===== src/hw/ooo_pkg.sv =====
package ooo_pkg;

    // Core sizes
    localparam int xlen        = 32;
    localparam int rob_entries = 8;
    localparam int rs_entries  = 4;
    localparam int reg_count   = 32;
    localparam int rob_tag_w   = $clog2(rob_entries);
    localparam int rs_idx_w    = $clog2(rs_entries);
    localparam int reg_id_w    = $clog2(reg_count);

    // Supported RV32I major opcodes
    localparam logic [6:0] op_reg = 7'b0110011;
    localparam logic [6:0] op_imm = 7'b0010011;
    localparam logic [6:0] op_lui = 7'b0110111;

    typedef logic [rob_tag_w-1:0] rob_tag_t;
    typedef logic [reg_id_w-1:0]  reg_id_t;
    typedef logic [xlen-1:0]      word_t;

    typedef enum logic [3:0] {
        alu_add,
        alu_sub,
        alu_sll,
        alu_slt,
        alu_sltu,
        alu_xor,
        alu_srl,
        alu_sra,
        alu_or,
        alu_and,
        alu_pass
    } alu_op_t;

    // Value when valid, otherwise the tag of the producer
    typedef struct packed {
        logic     valid;
        rob_tag_t tag;
        word_t    value;
    } operand_t;

    typedef struct packed {
        alu_op_t  op;
        operand_t src1;
        operand_t src2;
        rob_tag_t dest;
    } rs_entry_t;

    typedef struct packed {
        logic     valid;
        rob_tag_t tag;
        word_t    value;
    } cdb_t;

    typedef struct packed {
        reg_id_t rd;
    } rob_alloc_t;

    typedef struct packed {
        logic    busy;
        logic    ready;
        reg_id_t rd;
        word_t   value;
    } rob_entry_t;

    typedef rob_entry_t [rob_entries-1:0] rob_view_t;

    typedef struct packed {
        logic     valid;
        reg_id_t  rd;
        rob_tag_t tag;
        word_t    value;
    } commit_t;

endpackage : ooo_pkg


===== src/hw/dispatch_unit.sv =====
`timescale 1ns/10ps

module dispatch_unit
    import ooo_pkg::*;
(
    input  logic       clk,
    input  logic       rst_n_i,
    input  logic       wb_cyc_i,
    input  logic       wb_stb_i,
    input  logic       wb_we_i,
    input  word_t      wb_dat_i,
    output logic       wb_ack_o,
    output logic       wb_err_o,
    output reg_id_t    rs1_o,
    output reg_id_t    rs2_o,
    input  operand_t   src1_i,
    input  operand_t   src2_i,
    output logic       rename_o,
    output reg_id_t    rename_rd_o,
    output rob_tag_t   rename_tag_o,
    output logic       rob_write_o,
    output rob_alloc_t rob_alloc_o,
    input  rob_tag_t   rob_free_tag_i,
    input  logic       rob_full_i,
    input  rob_view_t  rob_view_i,
    output logic       rs_write_o,
    output rs_entry_t  rs_entry_o,
    input  logic       rs_full_i,
    input  cdb_t       cdb_i
);

    logic [6:0] opcode;
    logic [2:0] funct3;
    reg_id_t    rd;
    word_t      imm_i;
    word_t      imm_u;
    logic       supported;
    logic       req;
    logic       accept;
    logic       refuse;
    logic       ack_q;
    logic       err_q;
    alu_op_t    op;

    // Finish a pending operand from a ready ROB entry or the live CDB
    function automatic operand_t resolve(operand_t src, rob_view_t view, cdb_t cdb);
        operand_t res;
        res = src;
        if (!src.valid) begin
            if (view[src.tag].ready) begin
                res.valid = 1'b1;
                res.value = view[src.tag].value;
            end else if (cdb.valid && cdb.tag == src.tag) begin
                res.valid = 1'b1;
                res.value = cdb.value;
            end
        end
        return res;
    endfunction

    assign opcode = wb_dat_i[6:0];
    assign rd     = wb_dat_i[11:7];
    assign funct3 = wb_dat_i[14:12];
    assign imm_i  = {{(xlen-12){wb_dat_i[31]}}, wb_dat_i[31:20]};
    assign imm_u  = {wb_dat_i[31:12], 12'b0};

    // LUI reads x0 so its first operand is a ready zero
    assign rs1_o = (opcode == op_lui) ? '0 : wb_dat_i[19:15];
    assign rs2_o = wb_dat_i[24:20];

    // Reads on the instruction port are refused as well
    assign supported = wb_we_i && (opcode inside {op_reg, op_imm, op_lui});
    assign req       = wb_cyc_i && wb_stb_i && !ack_q && !err_q;
    assign accept    = req && supported && !rs_full_i && !rob_full_i;
    assign refuse    = req && !supported;

    always_comb begin
        op = alu_add;
        if (opcode == op_lui) begin
            op = alu_pass;
        end else begin
            case (funct3)
                3'd0: op = (opcode == op_reg && wb_dat_i[30]) ? alu_sub : alu_add;
                3'd1: op = alu_sll;
                3'd2: op = alu_slt;
                3'd3: op = alu_sltu;
                3'd4: op = alu_xor;
                3'd5: op = wb_dat_i[30] ? alu_sra : alu_srl;
                3'd6: op = alu_or;
                default: op = alu_and;
            endcase
        end
    end

    always_comb begin
        rs_entry_o.op   = op;
        rs_entry_o.dest = rob_free_tag_i;
        rs_entry_o.src1 = resolve(src1_i, rob_view_i, cdb_i);
        if (opcode == op_reg) begin
            rs_entry_o.src2 = resolve(src2_i, rob_view_i, cdb_i);
        end else begin
            rs_entry_o.src2.valid = 1'b1;
            rs_entry_o.src2.tag   = '0;
            rs_entry_o.src2.value = (opcode == op_lui) ? imm_u : imm_i;
        end
    end

    assign rs_write_o     = accept;
    assign rob_write_o    = accept;
    assign rob_alloc_o.rd = rd;
    assign rename_o       = accept && (rd != '0);
    assign rename_rd_o    = rd;
    assign rename_tag_o   = rob_free_tag_i;

    always_ff @(posedge clk or negedge rst_n_i) begin
        if (!rst_n_i) begin
            ack_q <= 1'b0;
            err_q <= 1'b0;
        end else begin
            ack_q <= accept;
            err_q <= refuse;
        end
    end

    assign wb_ack_o = ack_q;
    assign wb_err_o = err_q;

    ack_err_excl: assert property (@(posedge clk) disable iff (!rst_n_i)
        !(wb_ack_o && wb_err_o));

endmodule : dispatch_unit


===== src/hw/reg_file.sv =====
`timescale 1ns/10ps

module reg_file
    import ooo_pkg::*;
(
    input  logic     clk,
    input  logic     rst_n_i,
    input  reg_id_t  rs1_i,
    input  reg_id_t  rs2_i,
    output operand_t src1_o,
    output operand_t src2_o,
    input  logic     rename_i,
    input  reg_id_t  rename_rd_i,
    input  rob_tag_t rename_tag_i,
    input  commit_t  commit_i
);

    word_t                regs_q [reg_count];
    logic [reg_count-1:0] busy_q;
    rob_tag_t             tag_q [reg_count];

    // Pending registers return their producer tag instead of a value
    function automatic operand_t read_port(reg_id_t r);
        operand_t res;
        res.valid = 1'b1;
        res.tag   = '0;
        res.value = '0;
        if (r != '0) begin
            res.valid = !busy_q[r];
            res.tag   = tag_q[r];
            res.value = regs_q[r];
        end
        return res;
    endfunction

    assign src1_o = read_port(rs1_i);
    assign src2_o = read_port(rs2_i);

    // Architectural values follow program order through commit
    always_ff @(posedge clk) begin
        if (commit_i.valid && commit_i.rd != '0) begin
            regs_q[commit_i.rd] <= commit_i.value;
        end
    end

    always_ff @(posedge clk or negedge rst_n_i) begin
        if (!rst_n_i) begin
            busy_q <= '0;
            for (int r = 0; r < reg_count; r++) begin
                tag_q[r] <= '0;
            end
        end else begin
            // Only the latest producer releases the register
            if (commit_i.valid && commit_i.rd != '0 && tag_q[commit_i.rd] == commit_i.tag) begin
                busy_q[commit_i.rd] <= 1'b0;
            end
            // Same-cycle rename overrides the release above
            if (rename_i && rename_rd_i != '0) begin
                busy_q[rename_rd_i] <= 1'b1;
                tag_q[rename_rd_i]  <= rename_tag_i;
            end
        end
    end

    no_x0_rename: assert property (@(posedge clk) disable iff (!rst_n_i)
        rename_i |-> rename_rd_i != '0);

endmodule : reg_file


===== src/hw/alu_rs.sv =====
`timescale 1ns/10ps

module alu_rs
    import ooo_pkg::*;
(
    input  logic      clk,
    input  logic      rst_n_i,
    input  logic      write_i,
    input  rs_entry_t entry_i,
    output logic      full_o,
    input  cdb_t      cdb_i,
    output cdb_t      cdb_o
);

    rs_entry_t             slot_q [rs_entries];
    logic [rs_entries-1:0] valid_q;
    logic [rs_idx_w-1:0]   age_q [rs_entries];   // Count of younger entries held
    logic [rs_entries-1:0] ready;
    logic [rs_idx_w-1:0]   free_idx;
    logic [rs_idx_w-1:0]   issue_idx;
    logic                  issue_vld;
    logic                  cdb_vld_q;
    rob_tag_t              cdb_tag_q;
    word_t                 cdb_val_q;

    function automatic word_t alu(alu_op_t op, word_t a, word_t b);
        case (op)
            alu_add:  return a + b;
            alu_sub:  return a - b;
            alu_sll:  return a << b[4:0];
            alu_slt:  return {{(xlen-1){1'b0}}, $signed(a) < $signed(b)};
            alu_sltu: return {{(xlen-1){1'b0}}, a < b};
            alu_xor:  return a ^ b;
            alu_srl:  return a >> b[4:0];
            alu_sra:  return word_t'($signed(a) >>> b[4:0]);
            alu_or:   return a | b;
            alu_and:  return a & b;
            default:  return b;
        endcase
    endfunction

    assign full_o = &valid_q;

    always_comb begin
        free_idx  = '0;
        issue_vld = 1'b0;
        issue_idx = '0;
        for (int i = rs_entries - 1; i >= 0; i--) begin
            if (!valid_q[i]) begin
                free_idx = rs_idx_w'(i);
            end
        end
        for (int i = 0; i < rs_entries; i++) begin
            ready[i] = valid_q[i] && slot_q[i].src1.valid && slot_q[i].src2.valid;
            if (ready[i] && (!issue_vld || age_q[i] > age_q[issue_idx])) begin
                issue_vld = 1'b1;
                issue_idx = rs_idx_w'(i);
            end
        end
    end

    always_ff @(posedge clk or negedge rst_n_i) begin
        if (!rst_n_i) begin
            valid_q   <= '0;
            cdb_vld_q <= 1'b0;
            for (int i = 0; i < rs_entries; i++) begin
                age_q[i] <= '0;
            end
        end else begin
            cdb_vld_q <= issue_vld;
            // Ages stay distinct: grow on a write, shrink when a younger one leaves
            for (int i = 0; i < rs_entries; i++) begin
                if (valid_q[i]) begin
                    age_q[i] <= age_q[i] + rs_idx_w'(write_i)
                              - rs_idx_w'(issue_vld && age_q[i] > age_q[issue_idx]);
                end
            end
            if (issue_vld) begin
                valid_q[issue_idx] <= 1'b0;
            end
            if (write_i) begin
                valid_q[free_idx] <= 1'b1;
                age_q[free_idx]   <= '0;
            end
        end
    end

    // Wakeup, allocation and result capture
    always_ff @(posedge clk) begin
        for (int i = 0; i < rs_entries; i++) begin
            if (valid_q[i] && cdb_i.valid) begin
                if (!slot_q[i].src1.valid && slot_q[i].src1.tag == cdb_i.tag) begin
                    slot_q[i].src1.valid <= 1'b1;
                    slot_q[i].src1.value <= cdb_i.value;
                end
                if (!slot_q[i].src2.valid && slot_q[i].src2.tag == cdb_i.tag) begin
                    slot_q[i].src2.valid <= 1'b1;
                    slot_q[i].src2.value <= cdb_i.value;
                end
            end
        end
        if (write_i) begin
            slot_q[free_idx] <= entry_i;
        end
        cdb_tag_q <= slot_q[issue_idx].dest;
        cdb_val_q <= alu(slot_q[issue_idx].op, slot_q[issue_idx].src1.value,
                         slot_q[issue_idx].src2.value);
    end

    assign cdb_o.valid = cdb_vld_q;
    assign cdb_o.tag   = cdb_tag_q;
    assign cdb_o.value = cdb_val_q;

    no_write_when_full: assert property (@(posedge clk) disable iff (!rst_n_i)
        write_i |-> !full_o);

endmodule : alu_rs


===== src/hw/ro_buffer.sv =====
`timescale 1ns/10ps

module ro_buffer
    import ooo_pkg::*;
(
    input  logic       clk,
    input  logic       rst_n_i,
    input  logic       write_i,
    input  rob_alloc_t alloc_i,
    output rob_tag_t   free_tag_o,
    output logic       full_o,
    output rob_view_t  view_o,
    input  cdb_t       cdb_i,
    output commit_t    commit_o,
    output logic       cm_cyc_o,
    output logic       cm_stb_o,
    output logic       cm_we_o,
    output reg_id_t    cm_adr_o,
    output word_t      cm_dat_o,
    input  logic       cm_ack_i
);

    logic [rob_entries-1:0] busy_q;
    logic [rob_entries-1:0] ready_q;
    reg_id_t                rd_q [rob_entries];
    word_t                  value_q [rob_entries];
    rob_tag_t               head_q;
    rob_tag_t               tail_q;
    logic                   cm_stb_q;
    logic                   retire;

    // Entries free in order, so a busy tail means every slot is taken
    assign free_tag_o = tail_q;
    assign full_o     = busy_q[tail_q];
    assign retire     = cm_stb_q && cm_ack_i;

    always_comb begin
        for (int i = 0; i < rob_entries; i++) begin
            view_o[i].busy  = busy_q[i];
            view_o[i].ready = ready_q[i];
            view_o[i].rd    = rd_q[i];
            view_o[i].value = value_q[i];
        end
    end

    always_ff @(posedge clk or negedge rst_n_i) begin
        if (!rst_n_i) begin
            busy_q   <= '0;
            ready_q  <= '0;
            head_q   <= '0;
            tail_q   <= '0;
            cm_stb_q <= 1'b0;
        end else begin
            if (cdb_i.valid) begin
                ready_q[cdb_i.tag] <= 1'b1;
            end
            if (write_i) begin
                busy_q[tail_q]  <= 1'b1;
                ready_q[tail_q] <= 1'b0;
                tail_q          <= tail_q + 1'b1;
            end
            // One Wishbone write per retired entry
            if (cm_stb_q) begin
                if (cm_ack_i) begin
                    cm_stb_q        <= 1'b0;
                    busy_q[head_q]  <= 1'b0;
                    ready_q[head_q] <= 1'b0;
                    head_q          <= head_q + 1'b1;
                end
            end else if (busy_q[head_q] && ready_q[head_q]) begin
                cm_stb_q <= 1'b1;
            end
        end
    end

    always_ff @(posedge clk) begin
        if (write_i) begin
            rd_q[tail_q] <= alloc_i.rd;
        end
        if (cdb_i.valid) begin
            value_q[cdb_i.tag] <= cdb_i.value;
        end
    end

    // Head payload is stable for the whole bus cycle
    assign cm_cyc_o = cm_stb_q;
    assign cm_stb_o = cm_stb_q;
    assign cm_we_o  = cm_stb_q;
    assign cm_adr_o = rd_q[head_q];
    assign cm_dat_o = value_q[head_q];

    assign commit_o.valid = retire;
    assign commit_o.rd    = rd_q[head_q];
    assign commit_o.tag   = head_q;
    assign commit_o.value = value_q[head_q];

    cdb_hits_busy: assert property (@(posedge clk) disable iff (!rst_n_i)
        cdb_i.valid |-> busy_q[cdb_i.tag]);

endmodule : ro_buffer


===== src/hw/ooo_core.sv =====
`timescale 1ns/10ps

module ooo_core
    import ooo_pkg::*;
(
    input  logic    clk,
    input  logic    rst_n_i,

    // Instruction port, Wishbone slave
    input  logic    wb_cyc_i,
    input  logic    wb_stb_i,
    input  logic    wb_we_i,
    input  word_t   wb_dat_i,
    output logic    wb_ack_o,
    output logic    wb_err_o,

    // Commit port, Wishbone master
    output logic    cm_cyc_o,
    output logic    cm_stb_o,
    output logic    cm_we_o,
    output reg_id_t cm_adr_o,
    output word_t   cm_dat_o,
    input  logic    cm_ack_i
);

    reg_id_t    rs1, rs2;
    operand_t   src1, src2;
    logic       rename;
    reg_id_t    rename_rd;
    rob_tag_t   rename_tag;
    logic       rob_write;
    rob_alloc_t rob_alloc;
    rob_tag_t   rob_free_tag;
    logic       rob_full;
    rob_view_t  rob_view;
    logic       rs_write;
    rs_entry_t  rs_entry;
    logic       rs_full;
    cdb_t       cdb;        // Driven by alu_rs only
    commit_t    commit;

    dispatch_unit dispatch_unit_inst (
        .clk(clk),
        .rst_n_i(rst_n_i),
        .wb_cyc_i(wb_cyc_i),
        .wb_stb_i(wb_stb_i),
        .wb_we_i(wb_we_i),
        .wb_dat_i(wb_dat_i),
        .wb_ack_o(wb_ack_o),
        .wb_err_o(wb_err_o),
        // Operand lookup and rename
        .rs1_o(rs1),
        .rs2_o(rs2),
        .src1_i(src1),
        .src2_i(src2),
        .rename_o(rename),
        .rename_rd_o(rename_rd),
        .rename_tag_o(rename_tag),
        // Allocation
        .rob_write_o(rob_write),
        .rob_alloc_o(rob_alloc),
        .rob_free_tag_i(rob_free_tag),
        .rob_full_i(rob_full),
        .rob_view_i(rob_view),
        .rs_write_o(rs_write),
        .rs_entry_o(rs_entry),
        .rs_full_i(rs_full),
        .cdb_i(cdb)
    );

    reg_file reg_file_inst (
        .clk(clk),
        .rst_n_i(rst_n_i),
        .rs1_i(rs1),
        .rs2_i(rs2),
        .src1_o(src1),
        .src2_o(src2),
        .rename_i(rename),
        .rename_rd_i(rename_rd),
        .rename_tag_i(rename_tag),
        .commit_i(commit)
    );

    alu_rs alu_rs_inst (
        .clk(clk),
        .rst_n_i(rst_n_i),
        .write_i(rs_write),
        .entry_i(rs_entry),
        .full_o(rs_full),
        .cdb_i(cdb),
        .cdb_o(cdb)
    );

    ro_buffer ro_buffer_inst (
        .clk(clk),
        .rst_n_i(rst_n_i),
        .write_i(rob_write),
        .alloc_i(rob_alloc),
        .free_tag_o(rob_free_tag),
        .full_o(rob_full),
        .view_o(rob_view),
        .cdb_i(cdb),
        .commit_o(commit),
        .cm_cyc_o(cm_cyc_o),
        .cm_stb_o(cm_stb_o),
        .cm_we_o(cm_we_o),
        .cm_adr_o(cm_adr_o),
        .cm_dat_o(cm_dat_o),
        .cm_ack_i(cm_ack_i)
    );

endmodule : ooo_core


===== config.mk =====
export PLATFORM = sky130hd
export DESIGN_NAME = ooo_core
export DESIGN_NICKNAME = d
export VERILOG_FILES = /design/src/hw/ooo_pkg.sv /design/src/hw/dispatch_unit.sv /design/src/hw/reg_file.sv /design/src/hw/alu_rs.sv /design/src/hw/ro_buffer.sv /design/src/hw/ooo_core.sv
export SDC_FILE = /design/constraint.sdc
export NUM_CORES = 2
export LEC_CHECK = 0
export BUFFER_PORTS_ARGS = -buffer_cell sky130_fd_sc_hd__buf_2
export CAP_MARGIN = 20
export CORE_ASPECT_RATIO = 1.75
export CORE_MARGIN = 2
export CORE_UTILIZATION = 30
export CTS_CLUSTER_DIAMETER = 150
export DETAILED_ROUTE_END_ITERATION = 8
export GPL_TIMING_DRIVEN = 0
export PLACE_DENSITY_LB_ADDON = 0.3
export SYNTH_ARGS = -nofsm -noshare
export SYNTH_HDL_FRONTEND = slang
export SYNTH_SLANG_ARGS = --single-unit

===== constraint.sdc =====
create_clock -name clk -period 24.7 [get_ports clk]
set_input_delay 0 -clock clk [delete_from_list [all_inputs] [get_ports clk]]
set_output_delay 0 -clock clk [all_outputs]
set_load 0.01 [all_outputs]

# --- Word level (Yosys, flattened, before mapping) ---
# Memory sizes are Yosys's and may differ from the RTL's.
# Cells that the tools add are included.
# Widths: inputs -> output; s select.
totals:
  ff_bits: 201
  ram_bits: 1636
  input_bits: 38
  out_inout_bits: 42
  elab_cells: 375
  n_memories: 4
classes:
  addsub: 12
  n_lt_le_gt_ge: 37
  n_eq_ne: 29
  shift: 3
  mux: 133
  bitwise_logic: 26
  reduce_logical: 83
mem_list:
  columns: ["memory", "words", "width", "read_ports", "rd_ports_with_merged_regs", "write_ports", "line_no", "rtl"]
  rows:
  - ["reg_file_inst.regs_q", 32, 32, 2, 0, 1, "reg_file.sv:18", "word_t regs_q [reg_count];"]
  - ["alu_rs_inst.slot_q", 4, 79, 5, 0, 5, "alu_rs.sv:15", "rs_entry_t slot_q [rs_entries];"]
  - ["ro_buffer_inst.value_q", 8, 32, 9, 0, 1, "ro_buffer.sv:26", "word_t value_q [rob_entries];"]
  - ["ro_buffer_inst.rd_q", 8, 5, 9, 0, 1, "ro_buffer.sv:25", "reg_id_t rd_q [rob_entries];"]
op_table:
  columns: ["cell", "n"]
  rows:
  - ["$pmux 32 s10", 1]
  - ["$mux 32", 8]
  - ["$bmux 39 s3", 2]
  - ["$mux 36", 3]
  - ["$bwmux 96", 1]
  - ["$mux 38", 2]
  - ["$and 32x32->32", 2]
  - ["$lt 32x32->1", 2]
  - ["$mux 8", 8]
  - ["$or 32x32->32", 2]
  - ["$mux 1", 58]
  - ["$logic_and 1x1->1", 53]
  - ["$bmux 3 s5", 3]
  - ["$mux 2", 17]
  - ["$eq 3x3->1", 11]
  - ["$add 32x32->32", 1]
  - ["$and 8x8->8", 4]
  - ["$not 32->32", 1]
  - ["$shl 32x5->32", 1]
  - ["$shr 32x5->32", 1]
  - ["$sshr 32x5->32", 1]
  - ["$sub 32x32->32", 1]
  - ["$xor 32x32->32", 1]
  - ["$mux 31", 1]
  - ["51 further kinds", 138]

# --- Logic depth before layout (Yosys ltp) ---
# An unclocked memory read counts as a cell.
logic_depth:
  word_depth: 34
  ltp_mapped: 43

# --- By module ---
# A second synthesis with hierarchy kept.
unflattened:
  cells_unflattened: 6827
  area_unflattened_um2: 99680.6
modules_own_cells:
  columns: ["mod", "n_inst", "cells_each", "area_per_inst_um2"]
  rows:
  - ["reg_file", 1, 2588, 55333.1]
  - ["alu_rs", 1, 2852, 25588.3]
  - ["ro_buffer", 1, 738, 12620.9]
  - ["dispatch_unit", 1, 649, 6138.4]

# --- Worst setup path before layout ---
# Ideal clock, no wire load.
synth_timing:
  path_kind: "reg2reg"
  startpoint: "register alu_rs_inst.age_q[5] (netlist bit)"
  endpoint: "register alu_rs_inst.cdb_val_q[30]"
  arrival_ns: 9.361
  setup_slack_ns: 15.200
  stages_incl_launch_ff: 41
  path_buffers: 12
  cell_sequence: "dfrtp_1 -> ha_1 -> nor2b_1 -> o21ai_1 -> a21oi_1 -> clkbuf_1 -> clkbuf_1 -> nor2_1 -> a21oi_1 -> ha_1 -> nor2b_1 -> o21a_1 -> o21ai_0 -> buf_2 -> buf_1 -> clkbuf_1 -> nand2_1 -> o21ai_0 -> [5 not listed] -> clkbuf_1 -> clkbuf_1 -> buf_1 -> buf_1 -> clkbuf_1 -> nand2_1 -> o221ai_1 -> inv_1 -> ha_1 -> clkbuf_1 -> or4_1 -> or4b_2 -> or2_2 -> o22ai_1 -> o221ai_1 -> mux2i_1 -> a211oi_1 -> a32oi_1"
synth_between:
  elab_chain_cells: 23
synth_rtl:
  columns: ["item", "line_no", "rtl"]
  rows:
  - ["from (decl)", "alu_rs.sv:17", "logic [rs_idx_w-1:0] age_q [rs_entries];"]
  - ["from (signal, indexed assignment)", "alu_rs.sv:74", "age_q[i] <= age_q[i] + rs_idx_w'(write_i)"]
  - ["$gt 2x2->1", "alu_rs.sv:55", "if (ready[i] && (!issue_vld || age_q[i] > age_q[issue_idx])) begin"]
  - ["$logic_or 1x1->1", "alu_rs.sv:55", null]
  - ["$logic_and 1x1->1", "alu_rs.sv:55", null]
  - ["$mux 1", "alu_rs.sv:55", null]
  - ["$not 1->3 (implied by the code)", "alu_rs.sv:55", null]
  - ["$bmux 2 s2", "alu_rs.sv:55", null]
  - ["$mux 2 (implied by the code) (2 in series)", "alu_rs.sv:55", null]
  - ["$gt 2x2->1", "alu_rs.sv:55", null]
  - ["[5 not listed]", null, null]
  - ["$mux 2 (implied by the code) (2 in series)", "alu_rs.sv:55", null]
  - ["$gt 2x2->1", "alu_rs.sv:55", null]
  - ["$logic_or 1x1->1", "alu_rs.sv:55", null]
  - ["$logic_and 1x1->1", "alu_rs.sv:55", null]
  - ["$mux 2 (*)", "alu_rs.sv:55", null]
  - ["$mem_v2 4x79 (*)", null, null]
  - ["$sub 32x32->32 (tied with other cells)", "alu_rs.sv:29", "alu_sub: return a - b;"]
  - ["$pmux 32 s10 (*)", "alu_rs.sv:27", "case (op)"]
  - ["to (signal assigned)", "alu_rs.sv:106", "cdb_val_q <= alu(slot_q[issue_idx].op, slot_q[issue_idx].src1.value,"]
  - ["to (decl)", "alu_rs.sv:24", "word_t cdb_val_q;"]
# Mark *: on every way between the ends. The rest lies on a longest branch, timed or not. The select of a mux whose other input is x is not followed.
# A chain may end at the register's enable or synchronous reset.

# --- Worst setup path in the final report ---
layout_timing:
  startpoint: "register alu_rs_inst.age_q[5] (netlist bit)"
  endpoint: "register alu_rs_inst.cdb_val_q[0]"
layout_between:
  elab_chain_cells: 23
layout_rtl:
  columns: ["item", "line_no"]
  rows:
  - ["$gt 2x2->1", "alu_rs.sv:55"]
  - ["$logic_or 1x1->1", "alu_rs.sv:55"]
  - ["$logic_and 1x1->1", "alu_rs.sv:55"]
  - ["$mux 1", "alu_rs.sv:55"]
  - ["$not 1->3 (implied by the code)", "alu_rs.sv:55"]
  - ["$bmux 2 s2", "alu_rs.sv:55"]
  - ["$mux 2 (implied by the code) (2 in series)", "alu_rs.sv:55"]
  - ["$gt 2x2->1", "alu_rs.sv:55"]
  - ["[5 not listed]", null]
  - ["$mux 2 (implied by the code) (2 in series)", "alu_rs.sv:55"]
  - ["$gt 2x2->1", "alu_rs.sv:55"]
  - ["$logic_or 1x1->1", "alu_rs.sv:55"]
  - ["$logic_and 1x1->1", "alu_rs.sv:55"]
  - ["$mux 2 (*)", "alu_rs.sv:55"]
  - ["$mem_v2 4x79 (*)", null]
  - ["$sub 32x32->32 (tied with other cells)", "alu_rs.sv:29"]
  - ["$pmux 32 s10 (*)", "alu_rs.sv:27"]
# Marks and branches as above.

==> results_dict.tcl <==
set metrics [dict create \
    outcome "complete, but fails checks" \
    violations "design-rule violations, max-slew violations" \
    first_global_vias 85200 \
    numCtsBuffers 181 \
    cts.sinks 1837 \
    relSlewSlack -0.0390 \
    vias 85300 \
    critPathRequiredTime_ps 25500 \
    cts_buffer_depth 4 \
    via_per_inst 6.32 \
    crit_path_end_kind "flop" \
    synth_edf_count 1628 \
    synthFlopType "edfxtp_1" \
    drtIter0Drc 10500 \
    design_area_um2 117000 \
    synth_area_leaders "edfxtp_1, mux4_2, mux2i_1" \
    initial_utilization 0.301 \
    ys_seq_area_frac 0.536 \
    yosys_warnings 0 \
    grt_pass1_wl_mm 738 \
    slew_viol_final 4 \
    place.gp.congestion 1.02 \
    leakagePower_nw 40.9 \
    final_core_util 0.351 \
    placementRows 281 \
    critPathMaxStageDelay_ps 900 \
    path_max_fanout 10 \
    grt_usage 0.318 \
    grt_max_degree 101 \
    wl_per_cell_um 40.8 \
    worst-path-buf-inv 18 \
    placed_cell_area_um2 111000 \
    max_freq_ghz 0.0618 \
    vdd_drop_max_uv 62.0 \
    first_pass_iters 9 \
    postSynthAreaPerCell_um2 12.0 \
    worst_slew_pin_slew_ps 1560 \
    fin_skew_ps 64.4 \
    cp.depth 47 \
    fin_crit_sh 0.655 \
    io_buffers 77 \
    antenna_found_initial 39 \
    hold_violations 0 \
    dp_slack_ps 8900 \
    criticalPathCategory "flop to flop" \
    cts_resized 0 \
    layout_common_cells "edfxtp_1, nand2_1, mux2i_1" \
    cp_slowest_cell "buf_1" \
    pin_count 80 \
    final_common_cell "edfxtp_1" \
    worst-endpoint-arrival_ps 16980 \
    reg2reg_depth 47 \
    clock_latency_ps 890 \
    crit_top_cell "clkbuf_1" \
    cts_tree "done" \
    core-area_um2 334000 \
    power_density_nw_per_um2 83.0 \
    ys_async_sr_fraction 0.0904 \
    ctsHoldBuffers 23 \
    yosysTopAreaCellShare 0.486 \
    hold_path_class "input port to flop" \
    synth_area_um2 101000 \
    postRouteAntennaNets 0 \
    drc_errors 3 \
    min_path_cells 2 \
    grt-ovfl-total 0 \
    die_width_um 442 \
    drive_gt1_frac 0.174 \
    wl_mm 551 \
    post-synth-top-area-cell "edfxtp_1" \
    die_area_um2 340000 \
    ys_types 103 \
    clk_pin_slew_worst_paths_ps 70 \
    final.min_clock_period_ps 16180 \
    syn_inst 8368 \
    post-cts-setup-buffers 0 \
    cp-start-kind "flop" \
    htreeDepth 4 \
    die_h_um 770 \
    ys_ff_latch 1837 \
    finalWorstSetupSlack_ps 8520 \
    area_growth_pct 16.7 \
    max-cap-violations 0 \
    detailedPlacementHpwl_mm 419 \
    cts_root_buf "clkbuf_16" \
    finalNetCount 9123 \
    cp_top_family "buffers and inverters" \
    setup_viol 0 \
    rsz0062_at_grt "false" \
    fin_setup_tns_ps 0 \
]
[registers in the layout, summed over array words and instances (netlist names), 3 cells and up]
register,count
alu_rs_inst.age_q,8
alu_rs_inst.cdb_tag_q,3
alu_rs_inst.cdb_val_q,32
alu_rs_inst.slot_q,316
alu_rs_inst.valid_q,4
reg_file_inst.busy_q,32
reg_file_inst.regs_q,1024
reg_file_inst.tag_q,96
ro_buffer_inst.busy_q,8
ro_buffer_inst.free_tag_o,3
ro_buffer_inst.head_q,3
ro_buffer_inst.rd_q,40
ro_buffer_inst.ready_q,8
ro_buffer_inst.value_q,256
[report_power, final]
| part | switching [mW] | leakage, nW | internal (mW) |
|---|---|---|---|
| clock network | 1.32 | 2.81 | 1.55 |
| logic | 2.10 | 20.7 | 0.785 |
| registers | 0.0645 | 17.4 | 3.91 |
| total | 3.48 | 40.9 | 6.24 |
[cell type report]
type / count / area, µm²
flip-flops and latches: 1837 / 53900
clock inverters: 99 / 952
inverters: 138 / 518
repair buffers: 380 / 4710
multi-input cells: 5681 / 43600
well taps: 4386 / 5490
plain buffers: 743 / 3130
clock buffers: 222 / 4860
fillers: 32900 / 217000
diodes: 28 / 70.1
[cells in the mapped netlist, types with 22 or more instances]
library cell	n
a32oi_1	50
a22o_1	36
a31oi_1	194
edfxtp_1	1628
and3_1	117
nor2_1	344
a21bo_2	41
a31o_2	80
a221oi_1	102
nor2b_1	177
o211ai_1	38
o21bai_1	27
a32o_1	30
o21ai_0	337
nand3_1	90
o21ai_1	53
a211oi_1	358
inv_1	129
ha_1	121
nor3_1	82
mux4_2	366
clkbuf_1	501
nand2_1	1108
o221ai_1	45
buf_4	48
a21o_1	25
nor4_1	23
dfrtp_1	166
a22oi_1	37
mux2_2	166
buf_1	95
o22ai_1	151
a221o_1	46
a311oi_1	70
buf_2	96
xnor2_1	22
o31ai_1	29
mux2i_1	548
xor2_1	29
dfxtp_1	43
a21oi_1	424
[routing by layer]
layer	vias up	GRT usage	share of wire
li1	33900	-	-
met1	42800	0.300	0.30
met2	6129	0.542	0.49
met3	2491	0.0670	0.077
met4	16	0.351	0.14
met5	-	0	0.00020
[worst paths after layout]
path / start / to / slack (ps)
worst min-delay path: wb_dat_i[8] / ro_buffer_inst.rd_q[1][1] / 60
worst min register to register: alu_rs_inst.slot_q[0][2] / alu_rs_inst.cdb_tag_q[2] / 470
worst max register to register: alu_rs_inst.age_q[5] / alu_rs_inst.cdb_val_q[0] / 8520
min in group asynchronous: rst_n_i / reg_file_inst.tag_q[12] / 250
worst max-delay path: alu_rs_inst.age_q[5] / alu_rs_inst.cdb_val_q[0] / 8520
max in group asynchronous: rst_n_i / reg_file_inst.busy_q[12] / 23870
[stage by stage]
step,hold WS (ps),total power [mW],instances
finish,58.2,9.73,13500
global route,46.9,9.86,13500
CTS,4.97,9.62,13500
detailed placement,-5.10,6.81,13100
global placement,375,6.60,12900
floorplan,-296,5.30,8399
[logic make-up after synthesis]
family,count (synthesis),share of synthesized area
AO/OA/AOI/OAI,2328,0.161
XOR/XNOR,51,0.00444
adder cells (fa/ha/maj),123,0.0155
buffers and inverters,881,0.0362
flip-flops,1837,0.536
multiplexers,1080,0.155
other,1,0.0000373
AND/OR/NAND/NOR,2067,0.0912
Note: power is estimated with default switching activity, not from simulation.
